===== config.mk =====
export PLATFORM = sky130hd
export DESIGN_NAME = fetch_top
export DESIGN_NICKNAME = d
export VERILOG_FILES = /design/src/logic/fetch_pkg.sv /design/src/logic/fetch_top.sv /design/src/logic/fetch_unit.sv /design/src/logic/fetch_insn_fifo.sv /design/src/logic/fetch_miss_unit.sv /design/src/logic/fetch_icache.sv
export SDC_FILE = /design/constraint.sdc
export NUM_CORES = 2
export LEC_CHECK = 0
export BUFFER_PORTS_ARGS = -buffer_cell sky130_fd_sc_hd__buf_2
export CAP_MARGIN = 0
export CORE_AREA = 8 8 522 473
export CTS_CLUSTER_SIZE = 28
export DETAILED_ROUTE_END_ITERATION = 10
export DIE_AREA = 0 0 530 481
export PLACE_DENSITY = 0.73
export SYNTH_ARGS = -nofsm -noshare
export SYNTH_HDL_FRONTEND = slang
export SYNTH_SLANG_ARGS = --single-unit

===== constraint.sdc =====
create_clock -name clk -period 29 [get_ports clk]
set_input_delay 5.8 -clock clk [delete_from_list [all_inputs] [get_ports clk]]
set_output_delay 5.8 -clock clk [all_outputs]
set_load 0.02 [all_outputs]

===== src/logic/fetch_pkg.sv =====
//****************************************
// Widths and FSM encodings shared by the
// fetch front end. Addresses are byte
// addresses and instructions are 4 bytes
//****************************************
package fetch_pkg;

    // Instruction word and byte address widths
    localparam int INSN_WIDTH = 32;
    localparam int ADDR_WIDTH = 32;

    // Fetch control FSM
    typedef enum logic [1:0] {
        FETCH_RUN       = 2'b00,
        FETCH_MISS_REQ  = 2'b01,
        FETCH_MISS_WAIT = 2'b10,
        FETCH_FIFO_WAIT = 2'b11
    } fetch_state_e;

    // Miss unit FSM for the four-phase memory handshake
    typedef enum logic [1:0] {
        MISS_IDLE    = 2'b00,
        MISS_REQ     = 2'b01, // req held until ack rises
        MISS_RELEASE = 2'b10, // req low until ack falls
        MISS_FILL    = 2'b11
    } miss_state_e;

endpackage

===== src/logic/fetch_top.sv =====
//****************************************
// Instruction fetch front end
// i_mem_data carries a whole cache line
// One miss outstanding at a time
//****************************************
`timescale 1ns/10ps

module fetch_top #(
    parameter int P_LINE_WORDS = 4,
    parameter int P_IC_LINES   = 16,
    parameter int P_FIFO_DEPTH = 8
) (
    input  logic                                          clk,
    input  logic                                          i_arst_n,
    input  logic                                          i_redirect,
    input  logic [fetch_pkg::ADDR_WIDTH-1:0]              i_redirect_addr,
    input  logic                                          i_decode_stall,
    output logic                                          o_fetch_valid,
    output logic [fetch_pkg::ADDR_WIDTH-1:0]              o_fetch_pc,
    output logic [fetch_pkg::INSN_WIDTH-1:0]              o_fetch_insn,
    output logic                                          o_mem_req,
    output logic [fetch_pkg::ADDR_WIDTH-1:0]              o_mem_addr,
    input  logic                                          i_mem_ack,
    input  logic [P_LINE_WORDS*fetch_pkg::INSN_WIDTH-1:0] i_mem_data
);
    import fetch_pkg::*;

    localparam int LINE_W = P_LINE_WORDS * INSN_WIDTH;

    logic                  lookup_en;
    logic                  hit;
    logic                  miss_valid;
    logic                  miss_ready;
    logic                  fill_valid;
    logic                  push;
    logic                  full;
    logic                  pop;
    logic                  flush;
    logic                  empty;
    logic [ADDR_WIDTH-1:0] lookup_addr;
    logic [ADDR_WIDTH-1:0] miss_addr;
    logic [ADDR_WIDTH-1:0] fill_addr;
    logic [ADDR_WIDTH-1:0] push_pc;
    logic [ADDR_WIDTH-1:0] head_pc;
    logic [INSN_WIDTH-1:0] hit_insn;
    logic [INSN_WIDTH-1:0] push_insn;
    logic [INSN_WIDTH-1:0] head_insn;
    logic [LINE_W-1:0]     fill_line;

    fetch_icache #(
        .P_LINE_WORDS (P_LINE_WORDS),
        .P_IC_LINES   (P_IC_LINES)
    ) u_icache (
        .clk           (clk),
        .i_arst_n      (i_arst_n),
        .i_lookup_en   (lookup_en),
        .i_lookup_addr (lookup_addr),
        .i_fill_valid  (fill_valid),
        .i_fill_addr   (fill_addr),
        .i_fill_line   (fill_line),
        .o_hit         (hit),
        .o_hit_insn    (hit_insn)
    );

    // Fill goes to the cache and the fetch unit together
    fetch_miss_unit #(
        .P_LINE_WORDS (P_LINE_WORDS)
    ) u_miss_unit (
        .clk          (clk),
        .i_arst_n     (i_arst_n),
        .i_miss_valid (miss_valid),
        .i_miss_addr  (miss_addr),
        .o_miss_ready (miss_ready),
        .o_mem_req    (o_mem_req),
        .o_mem_addr   (o_mem_addr),
        .i_mem_ack    (i_mem_ack),
        .i_mem_data   (i_mem_data),
        .o_fill_valid (fill_valid),
        .o_fill_addr  (fill_addr),
        .o_fill_line  (fill_line)
    );

    fetch_unit #(
        .P_LINE_WORDS (P_LINE_WORDS)
    ) u_fetch_unit (
        .clk             (clk),
        .i_arst_n        (i_arst_n),
        .i_redirect      (i_redirect),
        .i_redirect_addr (i_redirect_addr),
        .i_decode_stall  (i_decode_stall),
        .o_lookup_en     (lookup_en),
        .o_lookup_addr   (lookup_addr),
        .i_hit           (hit),
        .i_hit_insn      (hit_insn),
        .o_miss_valid    (miss_valid),
        .o_miss_addr     (miss_addr),
        .i_miss_ready    (miss_ready),
        .i_fill_valid    (fill_valid),
        .i_fill_addr     (fill_addr),
        .o_push          (push),
        .o_push_pc       (push_pc),
        .o_push_insn     (push_insn),
        .i_full          (full),
        .o_pop           (pop),
        .o_flush         (flush),
        .i_head_pc       (head_pc),
        .i_head_insn     (head_insn),
        .i_empty         (empty),
        .o_fetch_valid   (o_fetch_valid),
        .o_fetch_pc      (o_fetch_pc),
        .o_fetch_insn    (o_fetch_insn)
    );

    fetch_insn_fifo #(
        .P_FIFO_DEPTH (P_FIFO_DEPTH)
    ) u_insn_fifo (
        .clk         (clk),
        .i_arst_n    (i_arst_n),
        .i_flush     (flush),
        .i_push      (push),
        .i_push_pc   (push_pc),
        .i_push_insn (push_insn),
        .o_full      (full),
        .i_pop       (pop),
        .o_head_pc   (head_pc),
        .o_head_insn (head_insn),
        .o_empty     (empty)
    );

endmodule


===== src/logic/fetch_unit.sv =====
//****************************************
// Fetch control: PC, lookup pipeline,
// miss requests and FIFO push/pop
// No branch prediction; redirect wins
//****************************************
`timescale 1ns/10ps

module fetch_unit #(
    parameter int P_LINE_WORDS = 4
) (
    input  logic                             clk,
    input  logic                             i_arst_n,
    input  logic                             i_redirect,
    input  logic [fetch_pkg::ADDR_WIDTH-1:0] i_redirect_addr,
    input  logic                             i_decode_stall,
    // Cache lookup
    output logic                             o_lookup_en,
    output logic [fetch_pkg::ADDR_WIDTH-1:0] o_lookup_addr,
    input  logic                             i_hit,
    input  logic [fetch_pkg::INSN_WIDTH-1:0] i_hit_insn,
    // Miss unit
    output logic                             o_miss_valid,
    output logic [fetch_pkg::ADDR_WIDTH-1:0] o_miss_addr,
    input  logic                             i_miss_ready,
    input  logic                             i_fill_valid,
    input  logic [fetch_pkg::ADDR_WIDTH-1:0] i_fill_addr,
    // Instruction FIFO
    output logic                             o_push,
    output logic [fetch_pkg::ADDR_WIDTH-1:0] o_push_pc,
    output logic [fetch_pkg::INSN_WIDTH-1:0] o_push_insn,
    input  logic                             i_full,
    output logic                             o_pop,
    output logic                             o_flush,
    input  logic [fetch_pkg::ADDR_WIDTH-1:0] i_head_pc,
    input  logic [fetch_pkg::INSN_WIDTH-1:0] i_head_insn,
    input  logic                             i_empty,
    // Decoder
    output logic                             o_fetch_valid,
    output logic [fetch_pkg::ADDR_WIDTH-1:0] o_fetch_pc,
    output logic [fetch_pkg::INSN_WIDTH-1:0] o_fetch_insn
);
    import fetch_pkg::*;

    localparam int LINE_OFF = $clog2(P_LINE_WORDS) + 2;

    fetch_state_e          state_q;
    fetch_state_e          state_d;
    logic [ADDR_WIDTH-1:0] pc_q;
    logic [ADDR_WIDTH-1:0] pc_d;
    logic                  s1_valid_q;
    logic [ADDR_WIDTH-1:0] s1_pc_q;
    logic [ADDR_WIDTH-1:0] restart_pc_q;
    logic                  fill_q;
    logic                  s1_hit;
    logic                  s1_miss;
    logic                  stop;
    logic                  retry;
    logic                  fill_match;

    // Stage 1 holds the PC whose lookup result is visible now
    assign s1_hit  = s1_valid_q && i_hit;
    assign s1_miss = s1_valid_q && !i_hit;
    assign stop    = s1_miss || (s1_hit && i_full);

    // A line filled during or just after the lookup is simply looked up again
    assign retry = s1_miss && (i_fill_valid || fill_q);

    assign fill_match = i_fill_valid &&
        (i_fill_addr[ADDR_WIDTH-1:LINE_OFF] == restart_pc_q[ADDR_WIDTH-1:LINE_OFF]);

    // Younger PC is dropped by not issuing it
    assign o_lookup_en   = (state_q == FETCH_RUN) && !i_redirect && !stop;
    assign o_lookup_addr = pc_q;

    assign o_push      = s1_hit && !i_full && !i_redirect;
    assign o_push_pc   = s1_pc_q;
    assign o_push_insn = i_hit_insn;

    assign o_miss_valid = (state_q == FETCH_MISS_REQ) && !i_redirect;
    assign o_miss_addr  = restart_pc_q;

    assign o_pop   = !i_empty && !i_decode_stall && !i_redirect;
    assign o_flush = i_redirect;

    always_comb begin
        state_d = state_q;
        pc_d    = pc_q;
        case (state_q)
            FETCH_RUN: begin
                if (retry) begin
                    pc_d = s1_pc_q;
                end else if (s1_miss) begin
                    state_d = FETCH_MISS_REQ;
                end else if (s1_hit && i_full) begin
                    state_d = FETCH_FIFO_WAIT;
                end else begin
                    pc_d = pc_q + 4;
                end
            end
            FETCH_MISS_REQ: begin
                // An earlier miss may already have brought this line in
                if (fill_match) begin
                    state_d = FETCH_RUN;
                    pc_d    = restart_pc_q;
                end else if (i_miss_ready) begin
                    state_d = FETCH_MISS_WAIT;
                end
            end
            FETCH_MISS_WAIT: begin
                if (fill_match) begin
                    state_d = FETCH_RUN;
                    pc_d    = restart_pc_q;
                end
            end
            FETCH_FIFO_WAIT: begin
                if (!i_full) begin
                    state_d = FETCH_RUN;
                    pc_d    = restart_pc_q;
                end
            end
            default: state_d = FETCH_RUN;
        endcase
        if (i_redirect) begin
            state_d = FETCH_RUN;
            pc_d    = i_redirect_addr;
        end
    end

    always_ff @(posedge clk or negedge i_arst_n) begin
        if (!i_arst_n) begin
            state_q       <= FETCH_RUN;
            pc_q          <= '0;
            s1_valid_q    <= 1'b0;
            fill_q        <= 1'b0;
            o_fetch_valid <= 1'b0;
        end else begin
            state_q       <= state_d;
            pc_q          <= pc_d;
            s1_valid_q    <= o_lookup_en;
            fill_q        <= i_fill_valid;
            o_fetch_valid <= o_pop;
        end
    end

    always_ff @(posedge clk) begin
        s1_pc_q <= pc_q;
        // Restart from the first PC that was not pushed
        if (state_q == FETCH_RUN && stop) begin
            restart_pc_q <= s1_pc_q;
        end
        if (o_pop) begin
            o_fetch_pc   <= i_head_pc;
            o_fetch_insn <= i_head_insn;
        end
    end

endmodule


===== src/logic/fetch_insn_fifo.sv =====
//****************************************
// FIFO of (pc, instruction) pairs
// Depth must be a power of two >= 2
// Caller must not push when full
//****************************************
`timescale 1ns/10ps

module fetch_insn_fifo #(
    parameter int P_FIFO_DEPTH = 8
) (
    input  logic                             clk,
    input  logic                             i_arst_n,
    input  logic                             i_flush,
    input  logic                             i_push,
    input  logic [fetch_pkg::ADDR_WIDTH-1:0] i_push_pc,
    input  logic [fetch_pkg::INSN_WIDTH-1:0] i_push_insn,
    output logic                             o_full,
    input  logic                             i_pop,
    output logic [fetch_pkg::ADDR_WIDTH-1:0] o_head_pc,
    output logic [fetch_pkg::INSN_WIDTH-1:0] o_head_insn,
    output logic                             o_empty
);
    import fetch_pkg::*;

    localparam int PTR_W = $clog2(P_FIFO_DEPTH);

    logic [ADDR_WIDTH-1:0] pc_mem   [P_FIFO_DEPTH];
    logic [INSN_WIDTH-1:0] insn_mem [P_FIFO_DEPTH];
    logic [PTR_W:0]        wr_ptr_q;
    logic [PTR_W:0]        rd_ptr_q;

    // Extra pointer bit tells full from empty
    assign o_empty = (wr_ptr_q == rd_ptr_q);
    assign o_full  = (wr_ptr_q[PTR_W] != rd_ptr_q[PTR_W]) &&
                     (wr_ptr_q[PTR_W-1:0] == rd_ptr_q[PTR_W-1:0]);

    assign o_head_pc   = pc_mem[rd_ptr_q[PTR_W-1:0]];
    assign o_head_insn = insn_mem[rd_ptr_q[PTR_W-1:0]];

    always_ff @(posedge clk or negedge i_arst_n) begin
        if (!i_arst_n) begin
            wr_ptr_q <= '0;
            rd_ptr_q <= '0;
        end else if (i_flush) begin
            wr_ptr_q <= '0;
            rd_ptr_q <= '0;
        end else begin
            if (i_push) wr_ptr_q <= wr_ptr_q + 1'b1;
            if (i_pop) rd_ptr_q <= rd_ptr_q + 1'b1;
        end
    end

    always_ff @(posedge clk) begin
        if (i_push && !i_flush) begin
            pc_mem[wr_ptr_q[PTR_W-1:0]]   <= i_push_pc;
            insn_mem[wr_ptr_q[PTR_W-1:0]] <= i_push_insn;
        end
    end

endmodule


===== src/logic/fetch_miss_unit.sv =====
//****************************************
// Single outstanding miss to memory over
// a four-phase req/ack handshake
// Fill pulses only after ack has dropped
//****************************************
`timescale 1ns/10ps

module fetch_miss_unit #(
    parameter int P_LINE_WORDS = 4
) (
    input  logic                                          clk,
    input  logic                                          i_arst_n,
    input  logic                                          i_miss_valid,
    input  logic [fetch_pkg::ADDR_WIDTH-1:0]              i_miss_addr,
    output logic                                          o_miss_ready,
    output logic                                          o_mem_req,
    output logic [fetch_pkg::ADDR_WIDTH-1:0]              o_mem_addr,
    input  logic                                          i_mem_ack,
    input  logic [P_LINE_WORDS*fetch_pkg::INSN_WIDTH-1:0] i_mem_data,
    output logic                                          o_fill_valid,
    output logic [fetch_pkg::ADDR_WIDTH-1:0]              o_fill_addr,
    output logic [P_LINE_WORDS*fetch_pkg::INSN_WIDTH-1:0] o_fill_line
);
    import fetch_pkg::*;

    localparam int LINE_OFF = $clog2(P_LINE_WORDS) + 2;

    miss_state_e                        state_q;
    miss_state_e                        state_d;
    logic [ADDR_WIDTH-1:0]              addr_q;
    logic [P_LINE_WORDS*INSN_WIDTH-1:0] line_q;

    always_comb begin
        state_d = state_q;
        case (state_q)
            MISS_IDLE:    if (i_miss_valid) state_d = MISS_REQ;
            MISS_REQ:     if (i_mem_ack) state_d = MISS_RELEASE;
            MISS_RELEASE: if (!i_mem_ack) state_d = MISS_FILL;
            MISS_FILL:    state_d = MISS_IDLE;
            default:      state_d = MISS_IDLE;
        endcase
    end

    always_ff @(posedge clk or negedge i_arst_n) begin
        if (!i_arst_n) begin
            state_q <= MISS_IDLE;
        end else begin
            state_q <= state_d;
        end
    end

    // Line-aligned request address and captured line
    always_ff @(posedge clk) begin
        if (state_q == MISS_IDLE && i_miss_valid) begin
            addr_q <= {i_miss_addr[ADDR_WIDTH-1:LINE_OFF], {LINE_OFF{1'b0}}};
        end
        if (state_q == MISS_REQ && i_mem_ack) begin
            line_q <= i_mem_data;
        end
    end

    assign o_miss_ready = (state_q == MISS_IDLE);
    assign o_mem_req    = (state_q == MISS_REQ);
    assign o_mem_addr   = addr_q;
    assign o_fill_valid = (state_q == MISS_FILL);
    assign o_fill_addr  = addr_q;
    assign o_fill_line  = line_q;

endmodule


===== src/logic/fetch_icache.sv =====
//****************************************
// Direct-mapped instruction cache
// Lookup result is registered one cycle
// Both parameters must be powers of two >= 2
//****************************************
`timescale 1ns/10ps

module fetch_icache #(
    parameter int P_LINE_WORDS = 4,
    parameter int P_IC_LINES   = 16
) (
    input  logic                                          clk,
    input  logic                                          i_arst_n,
    input  logic                                          i_lookup_en,
    input  logic [fetch_pkg::ADDR_WIDTH-1:0]              i_lookup_addr,
    input  logic                                          i_fill_valid,
    input  logic [fetch_pkg::ADDR_WIDTH-1:0]              i_fill_addr,
    input  logic [P_LINE_WORDS*fetch_pkg::INSN_WIDTH-1:0] i_fill_line,
    output logic                                          o_hit,
    output logic [fetch_pkg::INSN_WIDTH-1:0]              o_hit_insn
);
    import fetch_pkg::*;

    localparam int OFF_W   = $clog2(P_LINE_WORDS);
    localparam int IDX_W   = $clog2(P_IC_LINES);
    localparam int TAG_LSB = 2 + OFF_W + IDX_W;
    localparam int TAG_W   = ADDR_WIDTH - TAG_LSB;

    logic [P_IC_LINES-1:0]                   valid_q;
    logic [TAG_W-1:0]                        tag_q  [P_IC_LINES];
    logic [P_LINE_WORDS-1:0][INSN_WIDTH-1:0] data_q [P_IC_LINES];

    logic [OFF_W-1:0] lk_off;
    logic [IDX_W-1:0] lk_idx;
    logic [TAG_W-1:0] lk_tag;
    logic [IDX_W-1:0] fill_idx;
    logic [TAG_W-1:0] fill_tag;
    logic             lk_hit;

    // Address split into tag, line index and word offset
    assign lk_off   = i_lookup_addr[2 +: OFF_W];
    assign lk_idx   = i_lookup_addr[2+OFF_W +: IDX_W];
    assign lk_tag   = i_lookup_addr[TAG_LSB +: TAG_W];
    assign fill_idx = i_fill_addr[2+OFF_W +: IDX_W];
    assign fill_tag = i_fill_addr[TAG_LSB +: TAG_W];

    // Arrays are read before a same-cycle fill lands
    assign lk_hit = i_lookup_en && valid_q[lk_idx] && (tag_q[lk_idx] == lk_tag);

    always_ff @(posedge clk or negedge i_arst_n) begin
        if (!i_arst_n) begin
            valid_q <= '0;
            o_hit   <= 1'b0;
        end else begin
            o_hit <= lk_hit;
            if (i_fill_valid) begin
                valid_q[fill_idx] <= 1'b1;
            end
        end
    end

    always_ff @(posedge clk) begin
        o_hit_insn <= data_q[lk_idx][lk_off];
        if (i_fill_valid) begin
            tag_q[fill_idx]  <= fill_tag;
            data_q[fill_idx] <= i_fill_line;
        end
    end

endmodule


==> results by group <==
Timing
  • Fmax achieved: ~0.12 GHz
  • Setup violators final: 0
  • RSZ-0062 raised after global routing: no
  • Minimum clock period after layout: about 8.3 ns
  • Hold Vio Cnt, Final: 0
  • Final Cycle Share: 28.5%
  • Final Max Slew Viols: 0
  • Setup TNS: 0 ns
  • Worst rel slew slack: roughly 13%
  • Least-Margin Pin Slew: roughly 1.3 ns
  • Clock skew: between 0.08 and 0.09 ns

Floorplanning
  • I/O pin total: 263
  • DIE AREA: 255000 sq um
  • Initial Utilization: 52.9%
  • Die width: around 530 microns
  • Site row count: between 150 and 200
  • Core ar.: approximately 240000 sq um
  • Die H: 481 microns

Placed design
  • Post-DP HPWL: 158000 microns
  • Final Wtd Congestion: ~0.87
  • I/O Buffers: roughly 260
  • Placed insts: about 8500
  • Placed instance area: 131000 sq um

Route
  • First-iteration detailed-routing DRC count: ~7200
  • Drc violations: 0
  • First-pass DRT Iterations: 9
  • Vias per cell: around 6.4
  • Vias: approximately 59000
  • WL per Instance: 32.4 microns
  • Routed wire length: 296000 microns
  • Antenna viol nets, final: 0

Synth
  • Syn Std Cell Area: 126000 sq um
  • Post-Syn Instances: between 5000 and 6000
  • Synthesis-stage register bit count: 3324
  • Yosys warns: 0
  • Syn_area_per_cell: 23.9 sq um
  • Share of the yosys chip area belonging to registers: 78.8%
  • Ys flop type: edfxtp_1
  • Yosys cell types: 77
  • Post-synth ARST share: a little under 2%
  • Post-synth EDFFs: roughly 3200

Setup path
  • CP Class: in2reg
  • WP data arrival: around 8.8 ns
  • Reg2reg path depth: 7
  • Worst Path Max Fanout: 61
  • Req. time, crit path: between 20 and 30 ns
  • Critical Path Sink Type: flip-flop
  • Reg-to-reg startpoint: u_fetch_unit.o_lookup_addr[5]
  • CP startpoint kind: input port
  • Worst R2R End: u_icache.o_hit_insn[17]
  • R2R setup slack: 22.58 ns

Clocking
  • TritonCTS clock tree: done
  • Post_cts resized: 0
  • Setup Fix Bufs, Post-CTS: 0
  • H-tree depth: 5
  • CTS Root Cell: clkbuf_16
  • CTS Buf Count: ~330
  • Clock sinks: approximately 3300
  • CTS Buffer Depth: 4
  • Worst-path clk slew: 0.06 ns
  • Worst-Skew Late Latency: 0.95 ns
  • Hold bufs inserted after CTS: 0

Global routing
  • Initial antenna violation count: 32
  • First-pass GRT wire length: between 400000 and 500000 microns
  • Total grt overflow: 0
  • Vias in the first global route: about 60000
  • Largest net degree at the start of global routing: slightly below 100
  • GRT Overall Usage: between 20 and 25%

Hold path
  • Hold path depth: 0
  • Hold Path Class: reg2reg
  • HP Start: u_fetch_unit.o_lookup_addr[0]
  • Worst hold path endpoint: u_fetch_unit.o_push_pc[0]

Final layout
  • Final Net Count: 5874
  • Design area: 141000 sq um
  • Final non-filler cell total: 9139
  • FF+latch area: 98900 sq um
  • Multi-input logic area: between 20000 and 30000 sq um
  • Synth-to-layout area growth: 12.3%
  • Share of cells above drive strength 1: a little under a third
  • # fillers: 16100

Power
  • Peak supply drop: between 80 and 90 uV
  • Pwr/cell area: roughly 92 nW/um^2
  • LEAKAGE: between 0.04 and 0.05 uW
  • Total power: 13000 uW

Outcome
  • Run status: finished clean

Job
  • Max cap viols: 0
-- synth_stat cells, drive strengths merged (17+ instances only) --
master | n | area share [%]
edfxtp | 3196 | 76
nand3 | 23 | 0.092
clkbuf | 139 | 0.42
xor2 | 29 | 0.20
dfxtp | 64 | 1.0
xnor2 | 42 | 0.29
a221oi | 22 | 0.16
mux2 | 78 | 0.70
dfrtp | 64 | 1.3
nor2 | 60 | 0.18
o21ai | 68 | 0.27
nor3 | 18 | 0.076
nor4 | 17 | 0.095
buf | 140 | 0.71
mux4 | 873 | 16
or2 | 17 | 0.085
inv | 23 | 0.069
a21oi | 30 | 0.12
mux2i | 87 | 0.69
nand2 | 74 | 0.22
-- cells by family (layout without fill, tap and decap cells) --
logic type,count (synthesis),after routing,share of synthesized area [%]
DFF,3324,3324,78.8
buffers and inverters,303,993,1.20
muxes,1038,1038,17.1
adders and majority gates,13,13,0.130
xor gates and xnor gates,71,71,0.495
and+or+nand+nor,275,275,1.10
other,1,10,0.00299
AOI/OAI and AO/OA,233,233,1.26
-- state kept, by name (all words and copies together), names as in the netlist, 16 cells and up --
register                    count
u_icache.tag_q                384
u_miss_unit.o_fill_addr        28
u_icache.data_q              2048
u_fetch_unit.o_fetch_pc        32
u_icache.valid_q               16
u_miss_unit.o_fill_line       128
u_fetch_unit.o_lookup_addr     32
u_icache.o_hit_insn            32
u_insn_fifo.pc_mem            256
u_fetch_unit.o_fetch_insn      32
u_fetch_unit.o_push_pc         32
u_insn_fifo.insn_mem          256
u_fetch_unit.o_miss_addr       32
-- routing by layer --
layer	routed length, microns	vias to the layer above	GRT usage, %	share of wire (%)
li1	-	23300	-	-
met1	117000	31400	32.6	40
met2	144000	3256	37.0	49
met3	26600	561	4.41	9.0
met4	8350	12	6.57	2.8
met5	73	-	0	0.025
-- cells in the final DEF, fill, tap and decap left out, types with 61 or more instances in the layout --
cell / netlist / layout
nand2_1: 74 / 74
buf_2: 58 / 258
o21ai_0: 61 / 61
edfxtp_1: 3196 / 3196
mux2i_1: 87 / 87
buf_4: 31 / 117
mux4_2: 873 / 873
dfxtp_1: 64 / 64
mux2_2: 70 / 70
clkbuf_1: 139 / 82
clkbuf_16: 0 / 336
-- cell type report --
type | count | share of cell area [%]
Inverter | 24 | 0.0692
Multi-Input combinational cell | 1634 | 18.0
Clock buffer | 430 | 6.30
Timing Repair Buffer | 380 | 1.61
Tap cell | 3182 | 2.82
Clock inverter | 159 | 1.05
Antenna cell | 6 | 0.0107
Sequential cell | 3324 | 70.1
-- where the power goes --
group	leakage (uW)	internal [uW]	switching [uW]
combinational	0.00900	1320	1480
clock	0.00506	2380	1750
sequential	0.0301	5690	416
total	0.0442	9380	3640
-- metrics by stage --
stage / utilization (%) / hold WS (ns) / setup WS, ns
2_1_floorplan: - / 0.342 / 12.38
3_3_place_gp: 55.0 / 0.351 / 19.86
3_5_place_dp: 55.0 / 0.360 / 19.74
4_1_cts: 59.4 / 0.373 / 20.73
5_1_grt: 59.4 / 0.389 / 20.53
6_report: 59.4 / 0.376 / 20.74
-- worst max-delay path by stage --
stage                     slack, ns                   start                          end  cells after the start
after floorplan               12.38  u_miss_unit.state_q[0]          u_icache.valid_q[2]                      5
after global placement        19.86              i_redirect  u_insn_fifo.insn_mem[1][10]                      6
after detailed placement      19.74              i_redirect   u_insn_fifo.insn_mem[1][9]                      6
after CTS                     20.73              i_redirect  u_insn_fifo.insn_mem[1][12]                      6
after global routing          20.53              i_redirect  u_insn_fifo.insn_mem[1][12]                      6
final                         20.74              i_redirect  u_insn_fifo.insn_mem[1][12]                      6
-- worst max-delay path, stage by stage --
cell and delay, ns:
buf_2 0.10, buf_4 0.31, clkinv_1 0.43, nand3_1 0.39, nor3_2 0.84, buf_4 0.77
Note: power is estimated with default switching activity, not from simulation.
